`config.mk`:
```
export PLATFORM = sky130hd
export DESIGN_NAME = idu
export DESIGN_NICKNAME = d
export VERILOG_FILES = /design/src/design/rv_isa_pkg.sv /design/src/design/idu_ctrl_pkg.sv /design/src/design/decode_ctrl_if.sv /design/src/design/regfile.sv /design/src/design/decoder.sv /design/src/design/imm_gen.sv /design/src/design/idu.sv
export SDC_FILE = /design/constraint.sdc
export NUM_CORES = 2
export LEC_CHECK = 0
export ABC_CLOCK_PERIOD_IN_PS = 9100
export BUFFER_PORTS_ARGS = -buffer_cell sky130_fd_sc_hd__buf_2
export CAP_MARGIN = 20
export CORE_MARGIN = 5
export CORE_UTILIZATION = 31
export CTS_CLUSTER_SIZE = 28
export DETAILED_ROUTE_END_ITERATION = 10
export PLACE_DENSITY = 0.46
export SLEW_MARGIN = 20
export SYNTH_ARGS = -nofsm -noshare
export SYNTH_HDL_FRONTEND = slang
export SYNTH_HIERARCHICAL = 1
export SYNTH_SLANG_ARGS = --single-unit
```
`constraint.sdc`:
```
create_clock -name clk -period 9.1 [get_ports clk]
set_input_delay 1.82 -clock clk [delete_from_list [all_inputs] [get_ports clk]]
set_output_delay 1.82 -clock clk [all_outputs]
set_load 0.02 [all_outputs]
```
`src/design/rv_isa_pkg.sv`:
```
package rv_isa_pkg;

  typedef logic [63:0] xlen_t;
  typedef logic [31:0] instr_t;
  typedef logic [4:0]  reg_idx_t;
  typedef logic [6:0]  opc_t;
  typedef logic [2:0]  funct3_t;
  typedef logic [6:0]  funct7_t;

  localparam opc_t OPC_LUI     = 7'b0110111;
  localparam opc_t OPC_AUIPC   = 7'b0010111;
  localparam opc_t OPC_JAL     = 7'b1101111;
  localparam opc_t OPC_JALR    = 7'b1100111;
  localparam opc_t OPC_BRANCH  = 7'b1100011;
  localparam opc_t OPC_LOAD    = 7'b0000011;
  localparam opc_t OPC_STORE   = 7'b0100011;
  localparam opc_t OPC_OPIMM   = 7'b0010011;
  localparam opc_t OPC_OP      = 7'b0110011;
  localparam opc_t OPC_OPIMM32 = 7'b0011011;
  localparam opc_t OPC_OP32    = 7'b0111011;
  localparam opc_t OPC_SYSTEM  = 7'b1110011;

  localparam instr_t INSTR_EBREAK = 32'h0010_0073;

  // funct3 values that change how funct7 is checked.
  localparam funct3_t F3_ADD = 3'b000;
  localparam funct3_t F3_SLL = 3'b001;
  localparam funct3_t F3_SR  = 3'b101;

  localparam funct7_t F7_BASE = 7'b000_0000;
  localparam funct7_t F7_ALT  = 7'b010_0000; // SUB and SRA.

  function automatic opc_t opc_of(input instr_t instr);
    return instr[6:0];
  endfunction

  function automatic reg_idx_t rd_of(input instr_t instr);
    return instr[11:7];
  endfunction

  function automatic reg_idx_t rs1_of(input instr_t instr);
    return instr[19:15];
  endfunction

  function automatic reg_idx_t rs2_of(input instr_t instr);
    return instr[24:20];
  endfunction

  function automatic funct3_t funct3_of(input instr_t instr);
    return instr[14:12];
  endfunction

  function automatic funct7_t funct7_of(input instr_t instr);
    return instr[31:25];
  endfunction

endpackage

```
`src/design/idu_ctrl_pkg.sv`:
```
package idu_ctrl_pkg;

  typedef logic [4:0] alu_op_t;
  typedef logic [2:0] br_op_t;
  typedef logic [2:0] ld_op_t;
  typedef logic [3:0] st_len_t;
  typedef logic [2:0] wb_sel_t;

  localparam alu_op_t ALU_ADD    = 5'd0;
  localparam alu_op_t ALU_SUB    = 5'd1;
  localparam alu_op_t ALU_SLL    = 5'd2;
  localparam alu_op_t ALU_SLT    = 5'd3;
  localparam alu_op_t ALU_SLTU   = 5'd4;
  localparam alu_op_t ALU_XOR    = 5'd5;
  localparam alu_op_t ALU_SRL    = 5'd6;
  localparam alu_op_t ALU_SRA    = 5'd7;
  localparam alu_op_t ALU_OR     = 5'd8;
  localparam alu_op_t ALU_AND    = 5'd9;
  localparam alu_op_t ALU_PASS_B = 5'd10; // Second operand straight through.

  localparam br_op_t BR_BEQ  = 3'b000;
  localparam br_op_t BR_BNE  = 3'b001;
  localparam br_op_t BR_BLT  = 3'b100;
  localparam br_op_t BR_BGE  = 3'b101;
  localparam br_op_t BR_BLTU = 3'b110;
  localparam br_op_t BR_BGEU = 3'b111;

  localparam ld_op_t LD_LB  = 3'b000;
  localparam ld_op_t LD_LH  = 3'b001;
  localparam ld_op_t LD_LW  = 3'b010;
  localparam ld_op_t LD_LD  = 3'b011;
  localparam ld_op_t LD_LBU = 3'b100;
  localparam ld_op_t LD_LHU = 3'b101;
  localparam ld_op_t LD_LWU = 3'b110;

  localparam st_len_t ST_LEN_B = 4'd1;
  localparam st_len_t ST_LEN_H = 4'd2;
  localparam st_len_t ST_LEN_W = 4'd4;
  localparam st_len_t ST_LEN_D = 4'd8;

  localparam wb_sel_t WB_ALU  = 3'd0;
  localparam wb_sel_t WB_LOAD = 3'd1;
  localparam wb_sel_t WB_PC4  = 3'd2;

endpackage

```
`src/design/decode_ctrl_if.sv`:
```
`timescale 1ns/1ps

interface decode_ctrl_if;
  logic                  branch_en;
  idu_ctrl_pkg::br_op_t  branch_op;
  logic                  alu_en;
  logic                  alu_pc_en;
  logic                  alu_imm_en;
  idu_ctrl_pkg::alu_op_t alu_op;
  logic                  alu_halfop; // 32-bit W variants.
  logic                  jump_en;
  logic                  load_en;
  idu_ctrl_pkg::ld_op_t  load_op;
  logic                  store_en;
  idu_ctrl_pkg::st_len_t store_len;
  logic                  wb_en;
  idu_ctrl_pkg::wb_sel_t wb_sel;
  logic                  ebreak;
  logic                  i_type, s_type, b_type, u_type, j_type;

  modport dec (
    output branch_en, branch_op, alu_en, alu_pc_en, alu_imm_en, alu_op, alu_halfop,
    output jump_en, load_en, load_op, store_en, store_len, wb_en, wb_sel, ebreak,
    output i_type, s_type, b_type, u_type, j_type
  );

  modport stage (
    input branch_en, branch_op, alu_en, alu_pc_en, alu_imm_en, alu_op, alu_halfop,
    input jump_en, load_en, load_op, store_en, store_len, wb_en, wb_sel, ebreak,
    input i_type, s_type, b_type, u_type, j_type
  );
endinterface

```
`src/design/regfile.sv`:
```
`timescale 1ns/1ps

module regfile (
  input  logic                 clk,
  input  logic                 rstn,
  input  rv_isa_pkg::reg_idx_t index_rs1,
  input  rv_isa_pkg::reg_idx_t index_rs2,
  output rv_isa_pkg::xlen_t    data_rs1,
  output rv_isa_pkg::xlen_t    data_rs2,
  input  logic                 wb_en,
  input  rv_isa_pkg::reg_idx_t index_rd,
  input  rv_isa_pkg::xlen_t    data_rd
);

  rv_isa_pkg::xlen_t gpr [32];

  always_ff @(posedge clk) begin
    if (!rstn) begin
      for (int i = 0; i < 32; i++) begin
        gpr[i] <= '0;
      end
    end else if (wb_en && index_rd != '0) begin
      gpr[index_rd] <= data_rd; // x0 never written.
    end
  end

  // Write data forwarded to a read of the same index.
  assign data_rs1 = (index_rs1 == '0) ? '0 :
                    (wb_en && index_rd == index_rs1) ? data_rd : gpr[index_rs1];
  assign data_rs2 = (index_rs2 == '0) ? '0 :
                    (wb_en && index_rd == index_rs2) ? data_rd : gpr[index_rs2];

  a_x0_zero: assert property (@(posedge clk) disable iff (!rstn) gpr[0] == '0)
    else $error("regfile: x0 holds a nonzero value");

endmodule

```
`src/design/decoder.sv`:
```
`timescale 1ns/1ps

module decoder (
  input rv_isa_pkg::instr_t instr,
  decode_ctrl_if.dec        ctrl
);

  rv_isa_pkg::opc_t    opc;
  rv_isa_pkg::funct3_t f3;
  rv_isa_pkg::funct7_t f7;
  logic                f7_ok;
  logic                legal;

  function automatic idu_ctrl_pkg::alu_op_t alu_op_of(input rv_isa_pkg::funct3_t f,
                                                      input logic alt);
    case (f)
      3'd0:    return alt ? idu_ctrl_pkg::ALU_SUB : idu_ctrl_pkg::ALU_ADD;
      3'd1:    return idu_ctrl_pkg::ALU_SLL;
      3'd2:    return idu_ctrl_pkg::ALU_SLT;
      3'd3:    return idu_ctrl_pkg::ALU_SLTU;
      3'd4:    return idu_ctrl_pkg::ALU_XOR;
      3'd5:    return alt ? idu_ctrl_pkg::ALU_SRA : idu_ctrl_pkg::ALU_SRL;
      3'd6:    return idu_ctrl_pkg::ALU_OR;
      default: return idu_ctrl_pkg::ALU_AND;
    endcase
  endfunction

  assign opc = rv_isa_pkg::opc_of(instr);
  assign f3  = rv_isa_pkg::funct3_of(instr);
  assign f7  = rv_isa_pkg::funct7_of(instr);
  // Alternate funct7 only exists for SUB and SRA.
  assign f7_ok = (f7 == rv_isa_pkg::F7_BASE) ||
                 (f7 == rv_isa_pkg::F7_ALT &&
                  (f3 == rv_isa_pkg::F3_ADD || f3 == rv_isa_pkg::F3_SR));

  always_comb begin
    case (opc)
      rv_isa_pkg::OPC_LUI, rv_isa_pkg::OPC_AUIPC, rv_isa_pkg::OPC_JAL: legal = 1'b1;
      rv_isa_pkg::OPC_JALR:   legal = (f3 == 3'b000);
      rv_isa_pkg::OPC_BRANCH: legal = f3 inside {idu_ctrl_pkg::BR_BEQ, idu_ctrl_pkg::BR_BNE,
                                                 idu_ctrl_pkg::BR_BLT, idu_ctrl_pkg::BR_BGE,
                                                 idu_ctrl_pkg::BR_BLTU, idu_ctrl_pkg::BR_BGEU};
      rv_isa_pkg::OPC_LOAD:   legal = f3 inside {idu_ctrl_pkg::LD_LB, idu_ctrl_pkg::LD_LH,
                                                 idu_ctrl_pkg::LD_LW, idu_ctrl_pkg::LD_LD,
                                                 idu_ctrl_pkg::LD_LBU, idu_ctrl_pkg::LD_LHU,
                                                 idu_ctrl_pkg::LD_LWU};
      rv_isa_pkg::OPC_STORE:  legal = !f3[2];
      // Six-bit shift amount, so only instr[31:26] is funct.
      rv_isa_pkg::OPC_OPIMM:  legal = (f3 == rv_isa_pkg::F3_SLL) ? (instr[31:26] == 6'h00) :
                                      (f3 == rv_isa_pkg::F3_SR)  ?
                                      (instr[31:26] inside {6'h00, 6'h10}) : 1'b1;
      rv_isa_pkg::OPC_OPIMM32: legal = (f3 == rv_isa_pkg::F3_ADD) ||
                                       (f3 == rv_isa_pkg::F3_SLL && f7 == rv_isa_pkg::F7_BASE) ||
                                       (f3 == rv_isa_pkg::F3_SR && f7_ok);
      rv_isa_pkg::OPC_OP:     legal = f7_ok;
      rv_isa_pkg::OPC_OP32:   legal = f7_ok && f3 inside {rv_isa_pkg::F3_ADD, rv_isa_pkg::F3_SLL,
                                                          rv_isa_pkg::F3_SR};
      rv_isa_pkg::OPC_SYSTEM: legal = (instr == rv_isa_pkg::INSTR_EBREAK);
      default:                legal = 1'b0;
    endcase
  end

  always_comb begin
    ctrl.branch_en  = 1'b0;
    ctrl.branch_op  = '0;
    ctrl.alu_en     = 1'b0;
    ctrl.alu_pc_en  = 1'b0;
    ctrl.alu_imm_en = 1'b0;
    ctrl.alu_op     = idu_ctrl_pkg::ALU_ADD;
    ctrl.alu_halfop = 1'b0;
    ctrl.jump_en    = 1'b0;
    ctrl.load_en    = 1'b0;
    ctrl.load_op    = '0;
    ctrl.store_en   = 1'b0;
    ctrl.store_len  = '0;
    ctrl.wb_en      = 1'b0;
    ctrl.wb_sel     = idu_ctrl_pkg::WB_ALU;
    ctrl.ebreak     = 1'b0;
    ctrl.i_type     = 1'b0;
    ctrl.s_type     = 1'b0;
    ctrl.b_type     = 1'b0;
    ctrl.u_type     = 1'b0;
    ctrl.j_type     = 1'b0;
    if (legal) begin
      case (opc)
        rv_isa_pkg::OPC_LUI, rv_isa_pkg::OPC_AUIPC: begin
          ctrl.alu_en     = 1'b1;
          ctrl.alu_imm_en = 1'b1;
          ctrl.alu_pc_en  = (opc == rv_isa_pkg::OPC_AUIPC);
          ctrl.alu_op     = (opc == rv_isa_pkg::OPC_LUI) ? idu_ctrl_pkg::ALU_PASS_B
                                                         : idu_ctrl_pkg::ALU_ADD;
          ctrl.u_type     = 1'b1;
          ctrl.wb_en      = 1'b1;
        end
        rv_isa_pkg::OPC_JAL, rv_isa_pkg::OPC_JALR: begin
          ctrl.jump_en    = 1'b1;
          ctrl.alu_en     = 1'b1;
          ctrl.alu_pc_en  = 1'b1;
          ctrl.alu_imm_en = 1'b1;
          ctrl.wb_en      = 1'b1;
          ctrl.wb_sel     = idu_ctrl_pkg::WB_PC4; // Link value.
          ctrl.j_type     = (opc == rv_isa_pkg::OPC_JAL);
          ctrl.i_type     = (opc == rv_isa_pkg::OPC_JALR);
        end
        rv_isa_pkg::OPC_BRANCH: begin
          ctrl.branch_en = 1'b1;
          ctrl.branch_op = f3;
          ctrl.alu_en    = 1'b1;
          ctrl.alu_op    = idu_ctrl_pkg::ALU_SUB; // Compare rs1 with rs2.
          ctrl.b_type    = 1'b1;
        end
        rv_isa_pkg::OPC_LOAD: begin
          ctrl.load_en    = 1'b1;
          ctrl.load_op    = f3;
          ctrl.alu_en     = 1'b1;
          ctrl.alu_imm_en = 1'b1;
          ctrl.i_type     = 1'b1;
          ctrl.wb_en      = 1'b1;
          ctrl.wb_sel     = idu_ctrl_pkg::WB_LOAD;
        end
        rv_isa_pkg::OPC_STORE: begin
          ctrl.store_en   = 1'b1;
          ctrl.alu_en     = 1'b1;
          ctrl.alu_imm_en = 1'b1;
          ctrl.s_type     = 1'b1;
          case (f3[1:0])
            2'd0:    ctrl.store_len = idu_ctrl_pkg::ST_LEN_B;
            2'd1:    ctrl.store_len = idu_ctrl_pkg::ST_LEN_H;
            2'd2:    ctrl.store_len = idu_ctrl_pkg::ST_LEN_W;
            default: ctrl.store_len = idu_ctrl_pkg::ST_LEN_D;
          endcase
        end
        rv_isa_pkg::OPC_OPIMM, rv_isa_pkg::OPC_OPIMM32: begin
          ctrl.alu_en     = 1'b1;
          ctrl.alu_imm_en = 1'b1;
          ctrl.alu_op     = alu_op_of(f3, f3 == rv_isa_pkg::F3_SR && instr[30]);
          ctrl.alu_halfop = (opc == rv_isa_pkg::OPC_OPIMM32);
          ctrl.i_type     = 1'b1;
          ctrl.wb_en      = 1'b1;
        end
        rv_isa_pkg::OPC_OP, rv_isa_pkg::OPC_OP32: begin
          ctrl.alu_en     = 1'b1;
          ctrl.alu_op     = alu_op_of(f3, instr[30]);
          ctrl.alu_halfop = (opc == rv_isa_pkg::OPC_OP32);
          ctrl.wb_en      = 1'b1;
        end
        rv_isa_pkg::OPC_SYSTEM: ctrl.ebreak = 1'b1;
        default: ;
      endcase
    end
  end

endmodule

```
`src/design/imm_gen.sv`:
```
`timescale 1ns/1ps

module imm_gen (
  input  rv_isa_pkg::instr_t instr,
  decode_ctrl_if.stage       ctrl,
  output rv_isa_pkg::xlen_t  imm
);

  logic sign;

  assign sign = instr[31];

  always_comb begin
    if (ctrl.i_type) begin
      imm = {{52{sign}}, instr[31:20]};
    end else if (ctrl.s_type) begin
      imm = {{52{sign}}, instr[31:25], instr[11:7]};
    end else if (ctrl.b_type) begin
      imm = {{51{sign}}, instr[31], instr[7], instr[30:25], instr[11:8], 1'b0};
    end else if (ctrl.u_type) begin
      imm = {{32{sign}}, instr[31:12], 12'b0}; // Upper 20 bits.
    end else if (ctrl.j_type) begin
      imm = {{43{sign}}, instr[31], instr[19:12], instr[20], instr[30:21], 1'b0};
    end else begin
      imm = '0; // R-type and unknown encodings.
    end
  end

endmodule

```
`src/design/idu.sv`:
```
`timescale 1ns/1ps

module idu (
  input  logic                    clk,
  input  logic                    rstn,
  input  logic                    flush_nop,
  input  logic                    ld_hz_nop,
  output logic                    decoder_alu_en,
  input  rv_isa_pkg::instr_t      ifu_instr,
  input  rv_isa_pkg::xlen_t       ifu_pc,
  output rv_isa_pkg::reg_idx_t    idu_index_rs1,
  output rv_isa_pkg::reg_idx_t    idu_index_rs2,
  output rv_isa_pkg::reg_idx_t    idu_index_rd,
  output rv_isa_pkg::xlen_t       idu_pc,
  output rv_isa_pkg::xlen_t       idu_gpr_data1,
  output rv_isa_pkg::xlen_t       idu_gpr_data2,
  output rv_isa_pkg::xlen_t       idu_imm,
  output idu_ctrl_pkg::alu_op_t   idu_alu_opcode,
  output logic                    idu_alu_en,
  output logic                    idu_alu_imm_en,
  output logic                    idu_alu_pc_en,
  output logic                    idu_alu_halfop,
  output idu_ctrl_pkg::br_op_t    idu_branch_opcode,
  output logic                    idu_jump_en,
  output logic                    idu_branch_en,
  output logic                    idu_load_en,
  output idu_ctrl_pkg::ld_op_t    idu_load_opcode,
  output logic                    idu_store_en,
  output idu_ctrl_pkg::st_len_t   idu_store_len,
  output logic                    idu_wb_en,
  output idu_ctrl_pkg::wb_sel_t   idu_wb_choose,
  output logic                    idu_ebreak,
  input  rv_isa_pkg::xlen_t       mmu_wb_data,
  input  rv_isa_pkg::reg_idx_t    mmu_index_rd,
  input  logic                    mmu_wb_en
);

  rv_isa_pkg::xlen_t gpr_data1;
  rv_isa_pkg::xlen_t gpr_data2;
  rv_isa_pkg::xlen_t imm;
  logic              kill;

  decode_ctrl_if ctrl ();

  regfile u_regfile (
    .clk       (clk),
    .rstn      (rstn),
    .index_rs1 (rv_isa_pkg::rs1_of(ifu_instr)),
    .index_rs2 (rv_isa_pkg::rs2_of(ifu_instr)),
    .data_rs1  (gpr_data1),
    .data_rs2  (gpr_data2),
    .wb_en     (mmu_wb_en),
    .index_rd  (mmu_index_rd),
    .data_rd   (mmu_wb_data)
  );

  decoder u_decoder (
    .instr (ifu_instr),
    .ctrl  (ctrl.dec)
  );

  imm_gen u_imm_gen (
    .instr (ifu_instr),
    .ctrl  (ctrl.stage),
    .imm   (imm)
  );

  assign kill = flush_nop | ld_hz_nop;
  assign decoder_alu_en = ctrl.alu_en;

  always_ff @(posedge clk) begin
    if (!rstn) begin
      idu_index_rs1     <= '0;
      idu_index_rs2     <= '0;
      idu_index_rd      <= '0;
      idu_pc            <= '0;
      idu_gpr_data1     <= '0;
      idu_gpr_data2     <= '0;
      idu_imm           <= '0;
      idu_alu_opcode    <= '0;
      idu_alu_en        <= 1'b0;
      idu_alu_imm_en    <= 1'b0;
      idu_alu_pc_en     <= 1'b0;
      idu_alu_halfop    <= 1'b0;
      idu_branch_opcode <= '0;
      idu_jump_en       <= 1'b0;
      idu_branch_en     <= 1'b0;
      idu_load_en       <= 1'b0;
      idu_load_opcode   <= '0;
      idu_store_en      <= 1'b0;
      idu_store_len     <= '0;
      idu_wb_en         <= 1'b0;
      idu_wb_choose     <= '0;
      idu_ebreak        <= 1'b0;
    end else begin
      idu_index_rs1     <= rv_isa_pkg::rs1_of(ifu_instr);
      idu_index_rs2     <= rv_isa_pkg::rs2_of(ifu_instr);
      idu_index_rd      <= rv_isa_pkg::rd_of(ifu_instr);
      idu_pc            <= ifu_pc;
      idu_gpr_data1     <= gpr_data1;
      idu_gpr_data2     <= gpr_data2;
      idu_imm           <= imm;
      idu_alu_opcode    <= ctrl.alu_op;
      idu_alu_en        <= ctrl.alu_en;
      idu_alu_imm_en    <= ctrl.alu_imm_en;
      idu_alu_pc_en     <= ctrl.alu_pc_en;
      idu_alu_halfop    <= ctrl.alu_halfop;
      idu_branch_opcode <= ctrl.branch_op;
      idu_load_opcode   <= ctrl.load_op;
      idu_store_len     <= ctrl.store_len;
      idu_wb_choose     <= ctrl.wb_sel;
      // Bubble clears only what has side effects.
      idu_jump_en       <= ctrl.jump_en & ~kill;
      idu_branch_en     <= ctrl.branch_en & ~kill;
      idu_load_en       <= ctrl.load_en & ~kill;
      idu_store_en      <= ctrl.store_en & ~kill;
      idu_wb_en         <= ctrl.wb_en & ~kill;
      idu_ebreak        <= ctrl.ebreak & ~kill;
    end
  end

  a_bubble: assert property (@(posedge clk) disable iff (!rstn)
    kill |=> !(idu_jump_en || idu_branch_en || idu_load_en ||
               idu_store_en || idu_wb_en || idu_ebreak))
    else $error("idu: side effect enable set after a kill");

endmodule

```
==> impl_metrics.py <==
metrics = {
    "die": {
        "die_area_um2": 391000,
        "rows": 225,
        "die_h_um": 625,
        "initial_core_util_pct": 31.2,
        "num_io_pins": 470,
        "core-area_um2": 376000,
        "die_w_um": 625,
    },
    "place": {
        "placed_cells": 12700,
        "port_buffers": 469,
        "hpwl_um": 290000,
        "gp_congestion": 0.835,
    },
    "timing": {
        "rsz0062_at_grt": "no",
        "skew_ns": 0.0431,
        "finalSetupViolCount": 0,
        "fmax_ghz": 0.162,
        "drv_slew": 0,
        "timing.hold.ws_ns": 0.944,
        "max-slew-margin-rel_pct": 17.8,
        "period_needed_ns": 6.19,
        "fin_crit_sh_pct": 68.0,
        "worst_slew_pin_slew_ns": 1.23,
        "fin_tns_setup_ns": 0,
        "hold_viol": 0,
    },
    "clocking": {
        "cts_setup_buffers": 0,
        "cts_resized": 0,
        "cts_tree": "built",
        "worstSkewPairLatency_ns": 0.93,
        "clockRootBuffer": "clkbuf_16",
        "cts_buffers": 287,
        "clock_sinks": 2347,
        "cts_hold_buf": 0,
        "cts_buffer_depth": 4,
        "cts_max_level": 5,
        "cts.clk_slew.worst_paths_ns": 0.05,
    },
    "drt": {
        "drt-wirelength-per-cell_um": 39.6,
        "viasPerCell": 5.84,
        "vias": 77400,
        "totalWireLength_um": 524000,
        "drt-pass1-iter-count": 7,
        "drtIter0Drc": 10900,
        "detail-route-antenna-nets": 0,
        "drc": 0,
    },
    "cells_and_area": {
        "fin_nets": 8157,
        "multi_input_area_um2": 47000,
        "final_cell_mix": "2288 x and2_1, 2048 x edfxtp_1, 1015 x mux4_2, 459 x buf_2, 299 x dfxtp_1",
        "fillers": 35500,
        "layout-drive-gt1-share_pct": 27.3,
        "final_common_cell": "and2_1",
        "regArea_um2": 67500,
        "final_cells": 13300,
        "syn_to_final_growth_pct": 14.7,
    },
    "grt": {
        "grt_usage_pct": 26.1,
        "grt_pass1_wl_um": 701000,
        "antenna_found_initial": 98,
        "grt-ovfl-total": 0,
        "grt_max_degree": 110,
        "grt_pass1_vias": 77200,
    },
    "worst_setup_path": {
        "criticalPathCategory": "in2out",
        "crit_slowest_cell": "nor4_1",
        "worst-path-stages": 8,
        "cp_num_buf_inv": 3,
        "cp-start-kind": "input port",
        "crit_top_cell": "buf_2",
        "crit_fanout": 21,
        "worstPathRequired_ns": 7.28,
        "cpPeakStageDelay_ns": 0.86,
        "path_cells": "buf_2 -> nor4_1 -> a21oi_1 -> a2111oi_2 -> a31oi_1 -> buf_4 -> a22oi_1 -> buf_2",
        "endpoint_kind": "output port",
        "cpLargestDelayFamily": "compound AO/OA/AOI/OAI gates",
        "reg2reg_to": "idu_gpr_data1[25]",
        "r2r_slack_ns": 6.89,
        "worst_r2r_path_depth": 6,
        "reg2reg_from": "u_regfile/gpr[7][25]",
        "crit_arrival_ns": 4.37,
    },
    "yosys": {
        "synth-edff-count": 2048,
        "syn_area_um2": 117000,
        "synth_cell_types": 72,
        "postSynth.asyncResetShare_pct": 0,
        "synth_seq_cells": 2347,
        "yosysWarnings": 6,
        "syn_avg_cell_area_um2": 15.1,
        "syn_inst": 7779,
        "ys.flop_type": "edfxtp_1",
        "seq_area_frac_synth_pct": 57.5,
    },
    "hold_path": {
        "worstHoldStart": "u_regfile/gpr[24][39]",
        "min_to": "idu_gpr_data1[39]",
        "whs_path_depth": 5,
        "hold_path.class": "reg2reg",
    },
    "run_status": {
        "status": "finished clean",
    },
    "power_and_ir_drop": {
        "irDropWorstVdd_mv": 0.132,
        "p_leak_nw": 47.0,
        "p_per_area_nw_per_um2": 202,
    },
    "flow_run": {
        "max_cap_viol_count": 0,
    },
}
[per-layer routing]
metal  share of wire (%)  up-vias  GRT usage (%)  routed length [um]
met3                 9.4     1153           4.95               49200
met4                 5.2       20           11.6               27100
li1                    -    30100              -                   -
met1                  38    41100           33.5              200000
met2                  47     5008           42.9              248000
met5               0.027        -              0                 140
[sequential cells by signal, summed over array words and instances, names as in the netlist, 4 cells and up]
signal          cells
idu_index_rd        5
idu_index_rs2       5
idu_imm            64
idu_pc             64
idu_alu_opcode      5
idu_gpr_data1      64
idu_index_rs1       5
idu_store_len       4
u_regfile/gpr    2048
idu_gpr_data2      64
[worst max-delay path by stage]
stage / start / end / slack [ns]
detailed placement: ifu_instr[27] / decoder_alu_en / 2.86
CTS: ifu_instr[27] / decoder_alu_en / 2.87
global placement: ifu_instr[27] / decoder_alu_en / 2.83
floorplan: mmu_index_rd[2] / u_regfile/gpr[12][0] / 1.37
global route: ifu_instr[27] / decoder_alu_en / 2.87
finish: ifu_instr[27] / decoder_alu_en / 2.91
[area by class of cell]
cell class	instances	area share (%)
Clock buffer	402	6.07
Antenna cell	45	0.0837
Inverter	7	0.0270
Multi-Input combinational cell	4643	35.0
Sequential cell	2347	50.2
Clock inverter	119	0.713
Timing Repair Buffer	701	3.32
Tap cell	4994	4.65
[logic make-up (layout without fill, tap and decap cells)]
group	Yosys count	after routing	synth area share [%]
buffers and inverters	853	1229	3.26
AOI/OAI and AO/OA	674	674	4.06
muxes	1211	1211	21.2
DFF	2347	2347	57.5
other	2	111	0.00640
and+or+nand+nor	2682	2682	13.9
xor gates and xnor gates	10	10	0.0747
[cells in the mapped netlist (all sizes together) (17+ instances only)]
cell | count | area share (%)
dfxtp | 299 | 5.1
mux2i | 187 | 1.6
edfxtp | 2048 | 52
nand2 | 122 | 0.39
clkbuf | 566 | 1.8
a211oi | 55 | 0.35
and2 | 2290 | 12
nor3 | 37 | 0.16
a22o | 117 | 0.87
o21ai | 45 | 0.19
a22oi | 109 | 0.70
a21oi | 60 | 0.26
nor4 | 42 | 0.22
o22ai | 213 | 1.1
nand2b | 17 | 0.093
nand3 | 55 | 0.23
nor2 | 64 | 0.21
mux4 | 1015 | 19
buf | 280 | 1.4
[power breakdown]
group          internal [W]  switching [W]  leakage (nW)  total (W)
Sequential           0.0123       0.000343          22.0     0.0126
Combinational       0.00119        0.00193          20.6    0.00312
Clock               0.00656        0.00485          4.48     0.0114
Total                0.0201        0.00712          47.0     0.0272
[per-stage QoR]
step                area (um^2)  util, %  setup WS, ns  power [W]
floorplan                118000        -          1.37     0.0146
global placement         125000     33.3          2.83     0.0159
global route             134000     35.7          2.87     0.0279
detailed placement       125000     33.3          2.86     0.0160
finish                   135000     35.7          2.91     0.0272
CTS                      134000     35.7          2.87     0.0274
[worst min-delay path, stage by stage (launching register included)]
cell and delay (ns):
edfxtp_1 0.34, mux4_2 0.22, mux2i_1 0.06, nand2_1 0.07
a22o_1 0.11, and2_1 0.11
Power figures use the tool's default switching activity.
